**config.mk**
```make
export PLATFORM = sky130hd
export DESIGN_NAME = except_top
export DESIGN_NICKNAME = d
export VERILOG_FILES = /design/src/design/cpu_pkg.sv /design/src/design/cp0_write_if.sv /design/src/design/cp0_regs.sv /design/src/design/cp0_write_mask.sv /design/src/design/except.sv /design/src/design/except_top.sv
export VERILOG_INCLUDE_DIRS = /design/src /design/src/design
export SDC_FILE = /design/constraint.sdc
export NUM_CORES = 2
export LEC_CHECK = 0
export BUFFER_PORTS_ARGS = -buffer_cell sky130_fd_sc_hd__buf_2
export CAP_MARGIN = 25
export CELL_PAD_IN_SITES_DETAIL_PLACEMENT = 0
export CELL_PAD_IN_SITES_GLOBAL_PLACEMENT = 2
export CORE_ASPECT_RATIO = 0.7
export CORE_MARGIN = 1.5
export CORE_UTILIZATION = 42
export CTS_BUF_LIST = sky130_fd_sc_hd__clkbuf_16
export CTS_CLUSTER_SIZE = 28
export DETAILED_ROUTE_END_ITERATION = 10
export GPL_ROUTABILITY_DRIVEN = 0
export PLACE_DENSITY = 0.95
export SYNTH_ARGS = -nofsm -noshare
export SYNTH_HDL_FRONTEND = slang
export SYNTH_SLANG_ARGS = --single-unit
```
**constraint.sdc**
```tcl
create_clock -name clk -period 10.2 [get_ports clk]
set_clock_uncertainty 0.2 [all_clocks]
set_input_delay 1.02 -clock clk [delete_from_list [all_inputs] [get_ports clk]]
set_output_delay 1.02 -clock clk [all_outputs]
set_load 0.02 [all_outputs]
```
**src/design/cpu_defines.svh**
```systemverilog
`ifndef CPU_DEFINES_SVH
`define CPU_DEFINES_SVH

// width of one CP0 register
`define REG_DATA_WIDTH 32
`define ZERO_WORD      32'h0000_0000

// MIPS32 Cause.ExcCode values
`define EXCCODE_INT  5'h00
`define EXCCODE_MOD  5'h01
`define EXCCODE_TLBL 5'h02
`define EXCCODE_TLBS 5'h03
`define EXCCODE_ADEL 5'h04
`define EXCCODE_ADES 5'h05
`define EXCCODE_SYS  5'h08
`define EXCCODE_BP   5'h09
`define EXCCODE_RI   5'h0a
`define EXCCODE_CpU  5'h0b
`define EXCCODE_OV   5'h0c
`define EXCCODE_TR   5'h0d

// CP0 register numbers, select 0
`define CP0_BADVADDR  5'd8
`define CP0_STATUS    5'd12
`define CP0_CAUSE     5'd13
`define CP0_EPC       5'd14
`define CP0_ERROR_EPC 5'd30

// exception vector bases, picked by Status.BEV
`define VEC_BASE_BOOT   32'hbfc0_0200
`define VEC_BASE_NORMAL 32'h8000_0000

// offsets added to the base
`define VEC_OFF_REFILL  16'h0000
`define VEC_OFF_GENERAL 16'h0180
`define VEC_OFF_INT     16'h0200

`endif

```
**src/design/cpu_pkg.sv**
```systemverilog
`default_nettype none

package cpu_pkg;

	typedef logic        Bit_t;
	typedef logic [15:0] HalfWord_t;
	typedef logic [31:0] Word_t;
	typedef logic [31:0] InstAddr_t;
	typedef logic [31:0] MemAddr_t;
	typedef logic [4:0]  RegAddr_t;
	typedef logic [4:0]  ExcCode_t;

	// Status, bit 31 first
	typedef struct packed {
		logic [8:0] rsv_31_23;
		Bit_t       bev;
		logic [5:0] rsv_21_16;
		logic [7:0] im;
		logic [2:0] rsv_7_5;
		Bit_t       um;
		Bit_t       rsv_3;
		Bit_t       erl;
		Bit_t       exl;
		Bit_t       ie;
	} Status_t;

	typedef struct packed {
		Bit_t       bd;
		logic [6:0] rsv_30_24;
		Bit_t       iv;
		logic [6:0] rsv_22_16;
		logic [7:0] ip;
		Bit_t       rsv_7;
		ExcCode_t   exccode;
		logic [1:0] rsv_1_0;
	} Cause_t;

	// register n sits at bits n*32 +: 32
	typedef struct packed {
		Word_t        rsv_31;
		Word_t        error_epc;
		Word_t [14:0] rsv_29_15;
		Word_t        epc;
		Cause_t       cause;
		Status_t      status;
		Word_t [2:0]  rsv_11_9;
		Word_t        badvaddr;
		Word_t [7:0]  rsv_7_0;
	} CP0Regs_t;

	typedef struct packed {
		InstAddr_t pc;
		Bit_t      delayslot;
	} PipelineData_t;

	// one bit per source, so two pipes merge with a bitwise or
	typedef struct packed {
		Bit_t iaddr_illegal;
		Bit_t iaddr_miss;
		Bit_t iaddr_invalid;
		Bit_t syscall;
		Bit_t break_;
		Bit_t overflow;
		Bit_t trap;
		Bit_t eret;
		Bit_t priv_inst;
		Bit_t invalid_inst;
		// unaligned or outside the mapped segment
		Bit_t daddr_illegal;
		Bit_t daddr_miss;
		Bit_t daddr_invalid;
		Bit_t daddr_readonly;
	} ExceptInfo_t;

	typedef struct packed {
		Bit_t      flush;
		Bit_t      alpha_taken;
		Bit_t      eret;
		Bit_t      delayslot;
		ExcCode_t  code;
		InstAddr_t cur_pc;
		InstAddr_t jump_pc;
		Word_t     extra;
	} ExceptReq_t;

endpackage

`default_nettype wire

```
**src/design/cp0_write_if.sv**
```systemverilog
`timescale 1ns/10ps
`default_nettype none

// one MTC0 write from writeback, single-cycle strobe on we
interface cp0_write_if;

	cpu_pkg::Bit_t     we;
	cpu_pkg::RegAddr_t waddr;
	logic [2:0]        sel;
	cpu_pkg::Word_t    wdata;

	modport source (
		output we,
		output waddr,
		output sel,
		output wdata
	);

	modport sink (
		input we,
		input waddr,
		input sel,
		input wdata
	);

endinterface

`default_nettype wire

```
**src/design/cp0_regs.sv**
```systemverilog
`timescale 1ns/10ps
`default_nettype none
`include "cpu_defines.svh"

module cp0_regs (
	input  cpu_pkg::Bit_t       clk,
	input  cpu_pkg::Bit_t       rst,
	cp0_write_if.sink           wr,
	input  cpu_pkg::ExceptReq_t except_req,
	input  logic [5:0]          hw_int,
	input  cpu_pkg::RegAddr_t   raddr,
	output cpu_pkg::Word_t      rdata,
	output cpu_pkg::CP0Regs_t   regs
);

	cpu_pkg::Word_t    wr_mask;
	cpu_pkg::Word_t    wr_old;
	cpu_pkg::CP0Regs_t regs_q;
	cpu_pkg::CP0Regs_t regs_d;

	cp0_write_mask u_wr_mask (
		.rst  (rst),
		.sel  (wr.sel),
		.addr (wr.waddr),
		.mask (wr_mask)
	);

	always_comb begin
		regs_d = regs_q;

		// hardware lines land in ip[7:2], one cycle late
		regs_d.cause.ip[7:2] = hw_int;

		wr_old = regs_q[wr.waddr * `REG_DATA_WIDTH +: `REG_DATA_WIDTH];
		if (wr.we) begin
			regs_d[wr.waddr * `REG_DATA_WIDTH +: `REG_DATA_WIDTH] =
				(wr.wdata & wr_mask) | (wr_old & ~wr_mask);
		end

		// commit goes on top of the MTC0 write
		if (except_req.flush) begin
			if (except_req.eret) begin
				if (regs_d.status.erl) begin
					regs_d.status.erl = 1'b0;
				end else begin
					regs_d.status.exl = 1'b0;
				end
			end else begin
				// nested exception keeps the first EPC and bd
				if (!regs_d.status.exl) begin
					regs_d.epc      = except_req.delayslot ?
						except_req.cur_pc - 32'd4 : except_req.cur_pc;
					regs_d.cause.bd = except_req.delayslot;
				end
				regs_d.cause.exccode = except_req.code;
				regs_d.status.exl    = 1'b1;

				case (except_req.code)
					`EXCCODE_ADEL,
					`EXCCODE_ADES,
					`EXCCODE_TLBL,
					`EXCCODE_TLBS,
					`EXCCODE_MOD: regs_d.badvaddr = except_req.extra;
					default: ;
				endcase
			end
		end
	end

	always_ff @(posedge clk) begin
		if (rst) begin
			regs_q            <= '0;
			// boot vectors, error level set
			regs_q.status.bev <= 1'b1;
			regs_q.status.erl <= 1'b1;
		end else begin
			regs_q <= regs_d;
		end
	end

	// MFC0 port
	assign rdata = regs_q[raddr * `REG_DATA_WIDTH +: `REG_DATA_WIDTH];

	assign regs = regs_q;

endmodule

`default_nettype wire

```
**src/design/cp0_write_mask.sv**
```systemverilog
`timescale 1ns/10ps
`default_nettype none
`include "cpu_defines.svh"

module cp0_write_mask (
	input  cpu_pkg::Bit_t     rst,
	input  logic [2:0]        sel,
	input  cpu_pkg::RegAddr_t addr,
	output cpu_pkg::Word_t    mask
);

	cpu_pkg::Status_t status_mask;
	cpu_pkg::Cause_t  cause_mask;

	always_comb begin
		status_mask      = '0;
		status_mask.bev  = 1'b1;
		status_mask.im   = '1;
		status_mask.um   = 1'b1;
		status_mask.erl  = 1'b1;
		status_mask.exl  = 1'b1;
		status_mask.ie   = 1'b1;

		// only the two software interrupt bits of ip
		cause_mask         = '0;
		cause_mask.iv      = 1'b1;
		cause_mask.ip[1:0] = 2'b11;

		mask = `ZERO_WORD;
		if (!rst && sel == 3'd0) begin
			case (addr)
				`CP0_STATUS:                mask = status_mask;
				`CP0_CAUSE:                 mask = cause_mask;
				`CP0_BADVADDR:              mask = `ZERO_WORD;
				`CP0_EPC, `CP0_ERROR_EPC:   mask = '1;
				// unimplemented registers act as plain storage
				default:                    mask = '1;
			endcase
		end
	end

endmodule

`default_nettype wire

```
**src/design/except.sv**
```systemverilog
`timescale 1ns/10ps
`default_nettype none
`include "cpu_defines.svh"

module except (
	input  cpu_pkg::Bit_t          rst,
	input  cpu_pkg::PipelineData_t data_a,
	input  cpu_pkg::PipelineData_t data_b,
	input  cpu_pkg::ExceptInfo_t   except_a,
	input  cpu_pkg::ExceptInfo_t   except_b,
	input  cpu_pkg::CP0Regs_t      cp0_regs_unsafe,
	input  cpu_pkg::MemAddr_t      data_vaddr,
	input  cpu_pkg::Bit_t          memory_data_we,
	cp0_write_if.sink              wb_cp0_reg_wr,
	output cpu_pkg::ExceptReq_t    except_req
);

	cpu_pkg::Word_t       wr_mask;
	cpu_pkg::Word_t       wr_old;
	cpu_pkg::CP0Regs_t    cp0_view;
	cpu_pkg::ExceptInfo_t flags;
	cpu_pkg::Bit_t        user_mode;
	cpu_pkg::Bit_t        interrupt_occur;
	cpu_pkg::Bit_t        exc_valid;
	cpu_pkg::Bit_t        alpha_taken;
	cpu_pkg::Bit_t        sel_eret;
	cpu_pkg::Bit_t        sel_refill;
	cpu_pkg::Bit_t        sel_int;
	cpu_pkg::ExcCode_t    exc_code;
	cpu_pkg::Word_t       extra;
	cpu_pkg::InstAddr_t   sel_pc;
	cpu_pkg::Bit_t        sel_delayslot;
	cpu_pkg::HalfWord_t   vec_offset;
	cpu_pkg::InstAddr_t   vec_target;
	cpu_pkg::InstAddr_t   eret_target;

	cp0_write_mask u_wr_mask (
		.rst  (rst),
		.sel  (wb_cp0_reg_wr.sel),
		.addr (wb_cp0_reg_wr.waddr),
		.mask (wr_mask)
	);

	// MTC0 still in writeback, overlay it on the registered view
	always_comb begin
		cp0_view = cp0_regs_unsafe;
		wr_old   = cp0_regs_unsafe[wb_cp0_reg_wr.waddr * `REG_DATA_WIDTH +: `REG_DATA_WIDTH];
		if (wb_cp0_reg_wr.we) begin
			cp0_view[wb_cp0_reg_wr.waddr * `REG_DATA_WIDTH +: `REG_DATA_WIDTH] =
				(wb_cp0_reg_wr.wdata & wr_mask) | (wr_old & ~wr_mask);
		end
	end

	assign user_mode = cp0_view.status.um & ~cp0_view.status.exl & ~cp0_view.status.erl;

	assign interrupt_occur = cp0_view.status.ie & ~cp0_view.status.exl &
		~cp0_view.status.erl & (|(cp0_view.cause.ip & cp0_view.status.im));

	// architectural priority, pipe a first within a source
	always_comb begin
		flags           = except_a | except_b;
		flags.priv_inst = flags.priv_inst & user_mode;

		exc_valid   = 1'b1;
		exc_code    = `EXCCODE_INT;
		alpha_taken = 1'b0;
		extra       = `ZERO_WORD;
		sel_eret    = 1'b0;
		sel_refill  = 1'b0;
		sel_int     = 1'b0;

		if (interrupt_occur) begin
			alpha_taken = 1'b1;
			sel_int     = 1'b1;
		end else if (flags.iaddr_illegal) begin
			exc_code    = `EXCCODE_ADEL;
			alpha_taken = except_a.iaddr_illegal;
			extra       = alpha_taken ? data_a.pc : data_b.pc;
		end else if (flags.iaddr_miss) begin
			exc_code    = `EXCCODE_TLBL;
			alpha_taken = except_a.iaddr_miss;
			extra       = alpha_taken ? data_a.pc : data_b.pc;
			sel_refill  = 1'b1;
		end else if (flags.iaddr_invalid) begin
			exc_code    = `EXCCODE_TLBL;
			alpha_taken = except_a.iaddr_invalid;
			extra       = alpha_taken ? data_a.pc : data_b.pc;
		end else if (flags.syscall) begin
			exc_code    = `EXCCODE_SYS;
			alpha_taken = except_a.syscall;
		end else if (flags.break_) begin
			exc_code    = `EXCCODE_BP;
			alpha_taken = except_a.break_;
		end else if (flags.overflow) begin
			exc_code    = `EXCCODE_OV;
			alpha_taken = except_a.overflow;
		end else if (flags.trap) begin
			exc_code    = `EXCCODE_TR;
			alpha_taken = except_a.trap;
		end else if (flags.eret) begin
			// code stays 0 for ERET
			alpha_taken = except_a.eret;
			sel_eret    = 1'b1;
		end else if (flags.priv_inst) begin
			exc_code    = `EXCCODE_CpU;
			alpha_taken = except_a.priv_inst;
		end else if (flags.invalid_inst) begin
			exc_code    = `EXCCODE_RI;
			alpha_taken = except_a.invalid_inst;
		end else if (flags.daddr_illegal) begin
			exc_code    = memory_data_we ? `EXCCODE_ADES : `EXCCODE_ADEL;
			alpha_taken = except_a.daddr_illegal;
			extra       = data_vaddr;
		end else if (flags.daddr_miss) begin
			exc_code    = memory_data_we ? `EXCCODE_TLBS : `EXCCODE_TLBL;
			alpha_taken = except_a.daddr_miss;
			extra       = data_vaddr;
			sel_refill  = 1'b1;
		end else if (flags.daddr_invalid) begin
			exc_code    = memory_data_we ? `EXCCODE_TLBS : `EXCCODE_TLBL;
			alpha_taken = except_a.daddr_invalid;
			extra       = data_vaddr;
		end else if (flags.daddr_readonly) begin
			exc_code    = `EXCCODE_MOD;
			alpha_taken = except_a.daddr_readonly;
			extra       = data_vaddr;
		end else begin
			exc_valid = 1'b0;
		end
	end

	assign sel_pc        = alpha_taken ? data_a.pc : data_b.pc;
	assign sel_delayslot = alpha_taken ? data_a.delayslot : data_b.delayslot;

	// vector offset, refill and iv only apply with exl clear
	always_comb begin
		vec_offset = `VEC_OFF_GENERAL;
		if (!cp0_view.status.exl) begin
			if (sel_refill) begin
				vec_offset = `VEC_OFF_REFILL;
			end else if (sel_int && cp0_view.cause.iv) begin
				vec_offset = `VEC_OFF_INT;
			end
		end
	end

	assign vec_target = (cp0_view.status.bev ? `VEC_BASE_BOOT : `VEC_BASE_NORMAL) +
		{16'h0000, vec_offset};

	assign eret_target = cp0_view.status.erl ? cp0_view.error_epc : cp0_view.epc;

	always_comb begin
		except_req.alpha_taken = alpha_taken;
		except_req.extra       = extra;
		if (rst || !exc_valid) begin
			except_req.flush     = 1'b0;
			except_req.eret      = 1'b0;
			except_req.delayslot = 1'b0;
			except_req.code      = '0;
			except_req.cur_pc    = `ZERO_WORD;
			except_req.jump_pc   = `ZERO_WORD;
		end else begin
			except_req.flush     = 1'b1;
			except_req.eret      = sel_eret;
			except_req.delayslot = sel_delayslot;
			except_req.code      = exc_code;
			except_req.cur_pc    = sel_pc;
			except_req.jump_pc   = sel_eret ? eret_target : vec_target;
		end
	end

endmodule

`default_nettype wire

```
**src/design/except_top.sv**
```systemverilog
`timescale 1ns/10ps
`default_nettype none

module except_top (
	input  cpu_pkg::Bit_t        clk,
	input  cpu_pkg::Bit_t        rst,
	input  cpu_pkg::InstAddr_t   a_pc,
	input  cpu_pkg::Bit_t        a_delayslot,
	input  cpu_pkg::ExceptInfo_t a_except,
	input  cpu_pkg::InstAddr_t   b_pc,
	input  cpu_pkg::Bit_t        b_delayslot,
	input  cpu_pkg::ExceptInfo_t b_except,
	input  cpu_pkg::MemAddr_t    data_vaddr,
	input  cpu_pkg::Bit_t        memory_data_we,
	input  cpu_pkg::Bit_t        cp0_we,
	input  cpu_pkg::RegAddr_t    cp0_waddr,
	input  logic [2:0]           cp0_sel,
	input  cpu_pkg::Word_t       cp0_wdata,
	input  logic [5:0]           hw_int,
	input  cpu_pkg::RegAddr_t    cp0_raddr,
	output cpu_pkg::Word_t       cp0_rdata,
	output cpu_pkg::Bit_t        flush,
	output cpu_pkg::ExcCode_t    exc_code,
	output cpu_pkg::Bit_t        eret,
	output cpu_pkg::Bit_t        exc_delayslot,
	output cpu_pkg::InstAddr_t   cur_pc,
	output cpu_pkg::InstAddr_t   jump_pc
);

	cpu_pkg::PipelineData_t data_a;
	cpu_pkg::PipelineData_t data_b;
	cpu_pkg::ExceptReq_t    except_req;
	cpu_pkg::CP0Regs_t      cp0_regs_q;

	cp0_write_if wr_if ();

	// writeback MTC0 onto the shared write bus
	assign wr_if.we    = cp0_we;
	assign wr_if.waddr = cp0_waddr;
	assign wr_if.sel   = cp0_sel;
	assign wr_if.wdata = cp0_wdata;

	assign data_a = '{pc: a_pc, delayslot: a_delayslot};
	assign data_b = '{pc: b_pc, delayslot: b_delayslot};

	except u_except (
		.rst             (rst),
		.data_a          (data_a),
		.data_b          (data_b),
		.except_a        (a_except),
		.except_b        (b_except),
		.cp0_regs_unsafe (cp0_regs_q),
		.data_vaddr      (data_vaddr),
		.memory_data_we  (memory_data_we),
		.wb_cp0_reg_wr   (wr_if.sink),
		.except_req      (except_req)
	);

	cp0_regs u_cp0_regs (
		.clk        (clk),
		.rst        (rst),
		.wr         (wr_if.sink),
		.except_req (except_req),
		.hw_int     (hw_int),
		.raddr      (cp0_raddr),
		.rdata      (cp0_rdata),
		.regs       (cp0_regs_q)
	);

	assign flush         = except_req.flush;
	assign exc_code      = except_req.code;
	assign eret          = except_req.eret;
	assign exc_delayslot = except_req.delayslot;
	assign cur_pc        = except_req.cur_pc;
	assign jump_pc       = except_req.jump_pc;

endmodule

`default_nettype wire

```
======== Yosys cells after proc, flatten, opt, wreduce, memory -nomap -nowiden ========
Index checks and enable logic that the tools add are counted.
storage, ports and cells
  output and inout port bits .............. 104
  flip-flop bits (word level) ............. 1024
operators by class
  reduce and logical (&&, ||, !) cells .... 8
  $add $sub $neg .......................... 3
  equal/unequal tests ..................... 8
  mux-type cells .......................... 117
  shifts and indexed selects .............. 4
  bitwise operators ....................... 14
operators by type and width
  kind                                                                         count
  1024-bit bitwise mux                                                         2
  1024-bit by 11-bit indexed part select with 32-bit output                    2
  32-bit by 34-bit variable shift with 1024-bit output (first input constant)  1
  32-bit by 34-bit indexed part select with 1024-bit output                    1
  992-bit 2-to-1 mux                                                           1
  32-bit 2-to-1 mux                                                            26
  480-bit 2-to-1 mux                                                           1
  33-bit 2-to-1 mux                                                            3
  32-bit one-hot mux with 3 select lines                                       1
  5-bit 2-to-1 mux                                                             16
  71-bit 2-to-1 mux                                                            1
  32-bit bitwise AND                                                           2
  1-bit 2-to-1 mux                                                             61
  10-bit negator with 34-bit output                                            1
  32-bit by 16-bit adder with 32-bit output                                    1
  16-bit 2-to-1 mux                                                            2
  32-bit NOT                                                                   1
  32-bit OR                                                                    1
  32-bit by 3-bit subtractor with 32-bit output (second input constant)        1
  30-bit 2-to-1 mux                                                            1
  5-bit by 4-bit equality test with 1-bit output (second input constant)       3
  14-bit OR                                                                    1
  5-bit by 2-bit equality test with 1-bit output (second input constant)       2
  5-bit by 3-bit equality test with 1-bit output (second input constant)       2
  12 further kinds                                                             20

======== Logic depth before layout (Yosys ltp) ========
  depth in word-level cells ............... 33
  depth in mapped cells ................... 29
  mapped depth without buffers ............ 22

======== Modules after synthesis ========
A second synthesis with hierarchy kept.
second synthesis, totals
  cell total of the unflattened synthesis .. 7047
  area total of the unflattened synthesis .. 66901.7 um^2
modules (own cells, without submodules)
  module          area an instance (um^2)  cells each  times used
  cp0_regs        53416.2                  5550        1
  except          12937.4                  1421        1
  cp0_write_mask  274.0                    38          2

======== Worst setup path before layout ========
No wires, ideal clock.
  kind .................................... input-to-reg
  from .................................... in cp0_waddr[0]
  to ...................................... reg u_cp0_regs.regs_q (netlist bit u_cp0_regs.regs[466])
  path slack .............................. 3122 ps
  stages on the path ...................... 27
  buffers on the path ..................... 6
  data required time ...................... 9878 ps
  library setup time ...................... 122 ps
  data arrival time ....................... 6756 ps
  cells stage by stage .................... buf_6 -> buf_6 -> inv_1 -> clkbuf_1 -> ha_1 -> nor2b_1 -> and2_1 -> ha_1 -> and4b_1 -> mux2_2 -> nand2_1 -> buf_2 -> o21ai_0 -> a21oi_1 -> o41ai_2 -> or4_1 -> o21ai_2 -> buf_4 -> clkbuf_1 -> nor2_1 -> inv_1 -> ha_1 -> inv_1 -> or3_4 -> or4_1 -> a22oi_1 -> a21oi_1
on the way
  cells in the longest elaborated chain, start to end .. 31
RTL lines
  what                                                                                               RTL line                    RTL
  start: declaration                                                                                 except_top.sv:16            input cpu_pkg::RegAddr_t cp0_waddr,
  branches (longest 7 deep; another with 1024-bit by 11-bit indexed part select with 32-bit output)  --
  1024-bit bitwise mux (*)                                                                           except.sv:49                cp0_view[wb_cp0_reg_wr.waddr * `REG_DATA_WIDTH +: `REG_DATA_WIDTH] =
  992-bit 2-to-1 mux (*)                                                                             except.sv:48                if (wb_cp0_reg_wr.we) begin
  1-bit NOT                                                                                          except.sv:54, except.sv:56
  1-bit bitwise AND (2 in a row)                                                                     except.sv:54                assign user_mode = cp0_view.status.um & ~cp0_view.status.exl & ~cp0_view.status.erl;
  1-bit bitwise AND                                                                                  except.sv:62                flags.priv_inst = flags.priv_inst & user_mode;
  1-bit 2-to-1 mux                                                                                   except.sv:104               end else if (flags.priv_inst) begin
  1-bit 2-to-1 mux                                                                                   except.sv:100               end else if (flags.eret) begin
  [... 9 more ...]                                                                                   --
  1-bit logical OR                                                                                   except.sv:155               if (rst || !exc_valid) begin
  71-bit 2-to-1 mux (*)                                                                              except.sv:155
  named net cur_pc[3]                                                                                except_top.sv:26            output cpu_pkg::InstAddr_t cur_pc,
  32-bit by 3-bit subtractor with 32-bit output (*)                                                  cp0_regs.sv:52              except_req.cur_pc - 32'd4 : except_req.cur_pc;
  32-bit 2-to-1 mux (*)                                                                              cp0_regs.sv:51              regs_d.epc = except_req.delayslot ?
  33-bit 2-to-1 mux (*)                                                                              cp0_regs.sv:50              if (!regs_d.status.exl) begin
  33-bit 2-to-1 mux (*)                                                                              cp0_regs.sv:42              if (except_req.eret) begin
  33-bit 2-to-1 mux (*)                                                                              cp0_regs.sv:41              if (except_req.flush) begin
  end signal: assignment                                                                             cp0_regs.sv:77              regs_q <= regs_d;
  end: declaration                                                                                   cp0_regs.sv:18              cpu_pkg::CP0Regs_t regs_q;
Mark *: on every way through the listed nets, which the timed path passes.
A chain may end at the register's enable or synchronous reset.

======== Worst setup path after layout ========
  from .................................... in cp0_waddr[1]
  to ...................................... out jump_pc[19]
on the way
  cells in the longest elaborated chain, start to end .. 28
RTL lines
  what                                                                                               RTL line                    RTL
  branches (longest 7 deep; another with 1024-bit by 11-bit indexed part select with 32-bit output)  --
  1024-bit bitwise mux (*)                                                                           except.sv:49
  992-bit 2-to-1 mux (*)                                                                             except.sv:48
  1-bit NOT                                                                                          except.sv:54, except.sv:56
  1-bit bitwise AND (2 in a row)                                                                     except.sv:54
  1-bit bitwise AND                                                                                  except.sv:62
  1-bit 2-to-1 mux                                                                                   except.sv:104
  1-bit 2-to-1 mux                                                                                   except.sv:100
  [... 5 more ...]                                                                                   --
  1-bit 2-to-1 mux                                                                                   except.sv:79                end else if (flags.iaddr_miss) begin
  1-bit 2-to-1 mux                                                                                   except.sv:75                end else if (flags.iaddr_illegal) begin
  1-bit 2-to-1 mux                                                                                   except.sv:72                if (interrupt_occur) begin
  16-bit 2-to-1 mux                                                                                  except.sv:139               if (sel_refill) begin
  16-bit 2-to-1 mux                                                                                  except.sv:138               if (!cp0_view.status.exl) begin
  32-bit by 16-bit adder with 32-bit output                                                          except.sv:147               assign vec_target = (cp0_view.status.bev ? `VEC_BASE_BOOT : `VEC_BASE_NORMAL) +
  32-bit 2-to-1 mux                                                                                  except.sv:168               except_req.jump_pc = sel_eret ? eret_target : vec_target;
  71-bit 2-to-1 mux (*)                                                                              except.sv:155
  end: declaration                                                                                   except_top.sv:27            output cpu_pkg::InstAddr_t jump_pc
Mark *: on every way between the ends.

==> impl_metrics.tcl <==
set metrics [dict create \
    cts_buffers 108 \
    clkPwrFrac 0.431 \
    cts.clk_slew.worst_paths_ps 60 \
    slew_headroom 0.1423 \
    ys_seq_area_frac 0.3573 \
    wl_met2_mm 108.6 \
    peakVddDrop_uv 139.3 \
    yosysMostFrequentCell "nand2_1" \
    run_status "completed" \
    firstDrtPassIters 7 \
    via_per_inst 6.849 \
    layout-drive-gt1-share 0.2055 \
    cts_max_path_buffers 3 \
    start_kind "input port" \
    synth_top_flop_cell "dfxtp_1" \
    synth_mux_area_frac 0.2788 \
    synth_cell_type_count 81 \
    maxSlewViolCount 0 \
    endpoint_kind "primary output" \
    syn_area_per_cell_um2 8.948 \
    net-switching-power_mw 2.666 \
    ioPinCount 285 \
    dieArea_um2 138900 \
    routed.top_layer "met5" \
    grt_pass1_vias 52290 \
    setup_viol 0 \
    synth.ff_latch_count 1024 \
    synth-simple-area-share 0.1732 \
    synthArstFlopShare 0 \
    leakagePower_nw 21.32 \
    yosys-top-cells-area "dfxtp_1 (36%), mux4_2 (22%), nand2_1 (12%)" \
    swShare 0.2908 \
    die_height_um 312.2 \
    synthXorXnorAreaFrac 0.004885 \
    synthAdderAreaFrac 0.001745 \
    root_buffer "clkbuf_16" \
    drt-initial-drc-count 10570 \
    grt_max_degree 112 \
    crit_type "in -> out" \
    synth_compound_area_frac 0.1372 \
    timing.fmax_mhz 108.8 \
    met1_length_mm 102.5 \
    synth-edff-count 0 \
    hold_path_class "reg -> reg" \
    area_delta_synth_final_pct 11.19 \
    dr_wl_met3_mm 55.64 \
    cellPowerDensity_nw_per_um2 143.7 \
    synth_top_family_by_area "multiplexers" \
    synth-warning-count 0 \
    drc 0 \
    crit_fanout 53 \
    max_cap_violations 0 \
    dieWidth_um 444.8 \
    synth_nets 6601 \
    clock_latency_ps 770 \
    tightest_slew_ps 1283 \
    p_comb_frac 0.123 \
    start_util 0.4232 \
    largest_reg_flops 1024 \
    wl_per_cell_um 34.49 \
    cts_resized 0 \
    cts_sinks 1024 \
    coreArea_um2 135600 \
    seq_power_share 0.446 \
    cts_tree "yes" \
    grt_pass1_wl_mm 396.4 \
    std_cell_rows 113 \
    cp.required_ps 8980 \
    synth_top_area_share 0.3573 \
    fin_crit_ps 9188 \
    drtAntennaViolNets 0 \
    wl_mm 285.1 \
    antenna_found_initial 26 \
    rsz0062_at_grt "no" \
    place_ws_ps 1371 \
    num-nets-final 6571 \
    finalCritPeriodShare 0.9008 \
    finalSetupTns_ps 0 \
    finalHoldViolations 0 \
    critPathArrivalTime_ps 7970 \
    vias 56600 \
    post_cts_buffers 0 \
    post-route-worst-setup-slack_ps 1012 \
    ys_top_cells_by_count "nand2_1 (1,791), dfxtp_1 (1,024), a21oi_1 (878)" \
    grt_usage 0.3982 \
    port-buffer-count 283 \
    netlist_instances 6412 \
    overflow 0 \
    synth_top_area_cell "dfxtp_1" \
    internal_power_mw 6.502 \
    dp_hpwl_mm 177.6 \
    syn_area_um2 57380 \
    ctsHoldBuffers 0 \
    htreeDepth 3 \
]
[through the flow]
stage / hold slack [ps] / utilization / total power, mW / std cells / area [um^2]
6_report: 262.9 / 0.4705 / 9.168 / 8265 / 63800
5_1_grt: 276.9 / 0.4703 / 9.290 / 8253 / 63770
4_1_cts: 263.3 / 0.4697 / 9.061 / 8245 / 63690
3_5_place_dp: 255.5 / 0.4448 / 5.229 / 8046 / 60310
3_3_place_gp: 246.8 / 0.4443 / 5.221 / 8041 / 60250
2_1_floorplan: 238.5 / - / 4.764 / 6412 / 57380
[logic make-up (layout without fill, tap and decap cells)]
| kind of cell | Yosys count | after routing |
|---|---|---|
| simple gates | 2465 | 2465 |
| mux | 901 | 901 |
| compound gates | 1356 | 1356 |
| other cells | 1 | 13 |
| xor+xnor | 32 | 32 |
| flops | 1024 | 1024 |
| fa+ha+maj | 8 | 8 |
| buf+inv | 625 | 684 |
[path summary, 6_finish.rpt]
kind                                           start                   end  slack (ps)  depth (start not counted)
worst min-delay path            u_cp0_regs.regs[216]  u_cp0_regs.regs[216]         260                          2
worst max register to register  u_cp0_regs.regs[968]  u_cp0_regs.regs[466]        3690                         18
worst max-delay path                    cp0_waddr[1]           jump_pc[19]        1010                         20
worst min register to register  u_cp0_regs.regs[216]  u_cp0_regs.regs[216]         260                          2
[power groups by stage]
stage	Sequential (mW)	Clock (mW)	Combinational (mW)
floorplan	4.14	0	0.627
global placement	4.17	0	1.05
detailed placement	4.17	0	1.06
CTS	4.08	3.92	1.06
global route	4.08	4.07	1.13
finish	4.09	3.95	1.13
[critical path, stage by stage]
cell and delay [ps]:
buf_8 380, inv_1 450, ha_1 360, nor2b_1 190, and2_1 220, ha_1 330
and4b_1 250, mux2i_2 80, buf_4 230, nor2_4 680, buf_4 380, nand2_1 90
o221ai_1 290, nor3_2 120, o21ai_1 540, nand2_1 390, nor4_1 480, nand2_1 700
a211oi_1 480, buf_2 230
[layout make-up]
cell class              count  area [um^2]
diodes                     12        30.03
flip-flops and latches   1024        20500
clock buffers             110         2753
inverters                  22        83.83
fillers                 12670        71790
multi-input cells        4763        34640
repair buffers            463         2943
clock inverters            89        621.8
well taps                1782         2230
[layout by cell type, fill, tap and decap left out, types with 20 or more instances in the layout]
cell / instances
nand2_1: 1766
dfxtp_1: 1024
a21oi_1: 878
mux4_2: 550
nor2_1: 369
buf_2: 275
mux2i_1: 274
buf_4: 172
a211oi_1: 137
clkbuf_16: 110
mux2_2: 74
o21ai_0: 66
a22oi_1: 63
and2_1: 57
nor3_1: 52
o22ai_1: 48
a221oi_1: 43
inv_1: 42
or3_1: 35
nand3_1: 31
nor2_4: 29
clkinv_1: 28
clkinv_2: 24
xnor2_1: 22
o211ai_1: 20
[routing by layer]
| layer | up-vias | global-route usage |
|---|---|---|
| li1 | 22870 | - |
| met3 | 1091 | 0.2154 |
| met5 | - | 0.009794 |
| met4 | 32 | 0.1943 |
| met1 | 27210 | 0.5214 |
| met2 | 5393 | 0.5254 |
(Power assumes the default switching activity.)
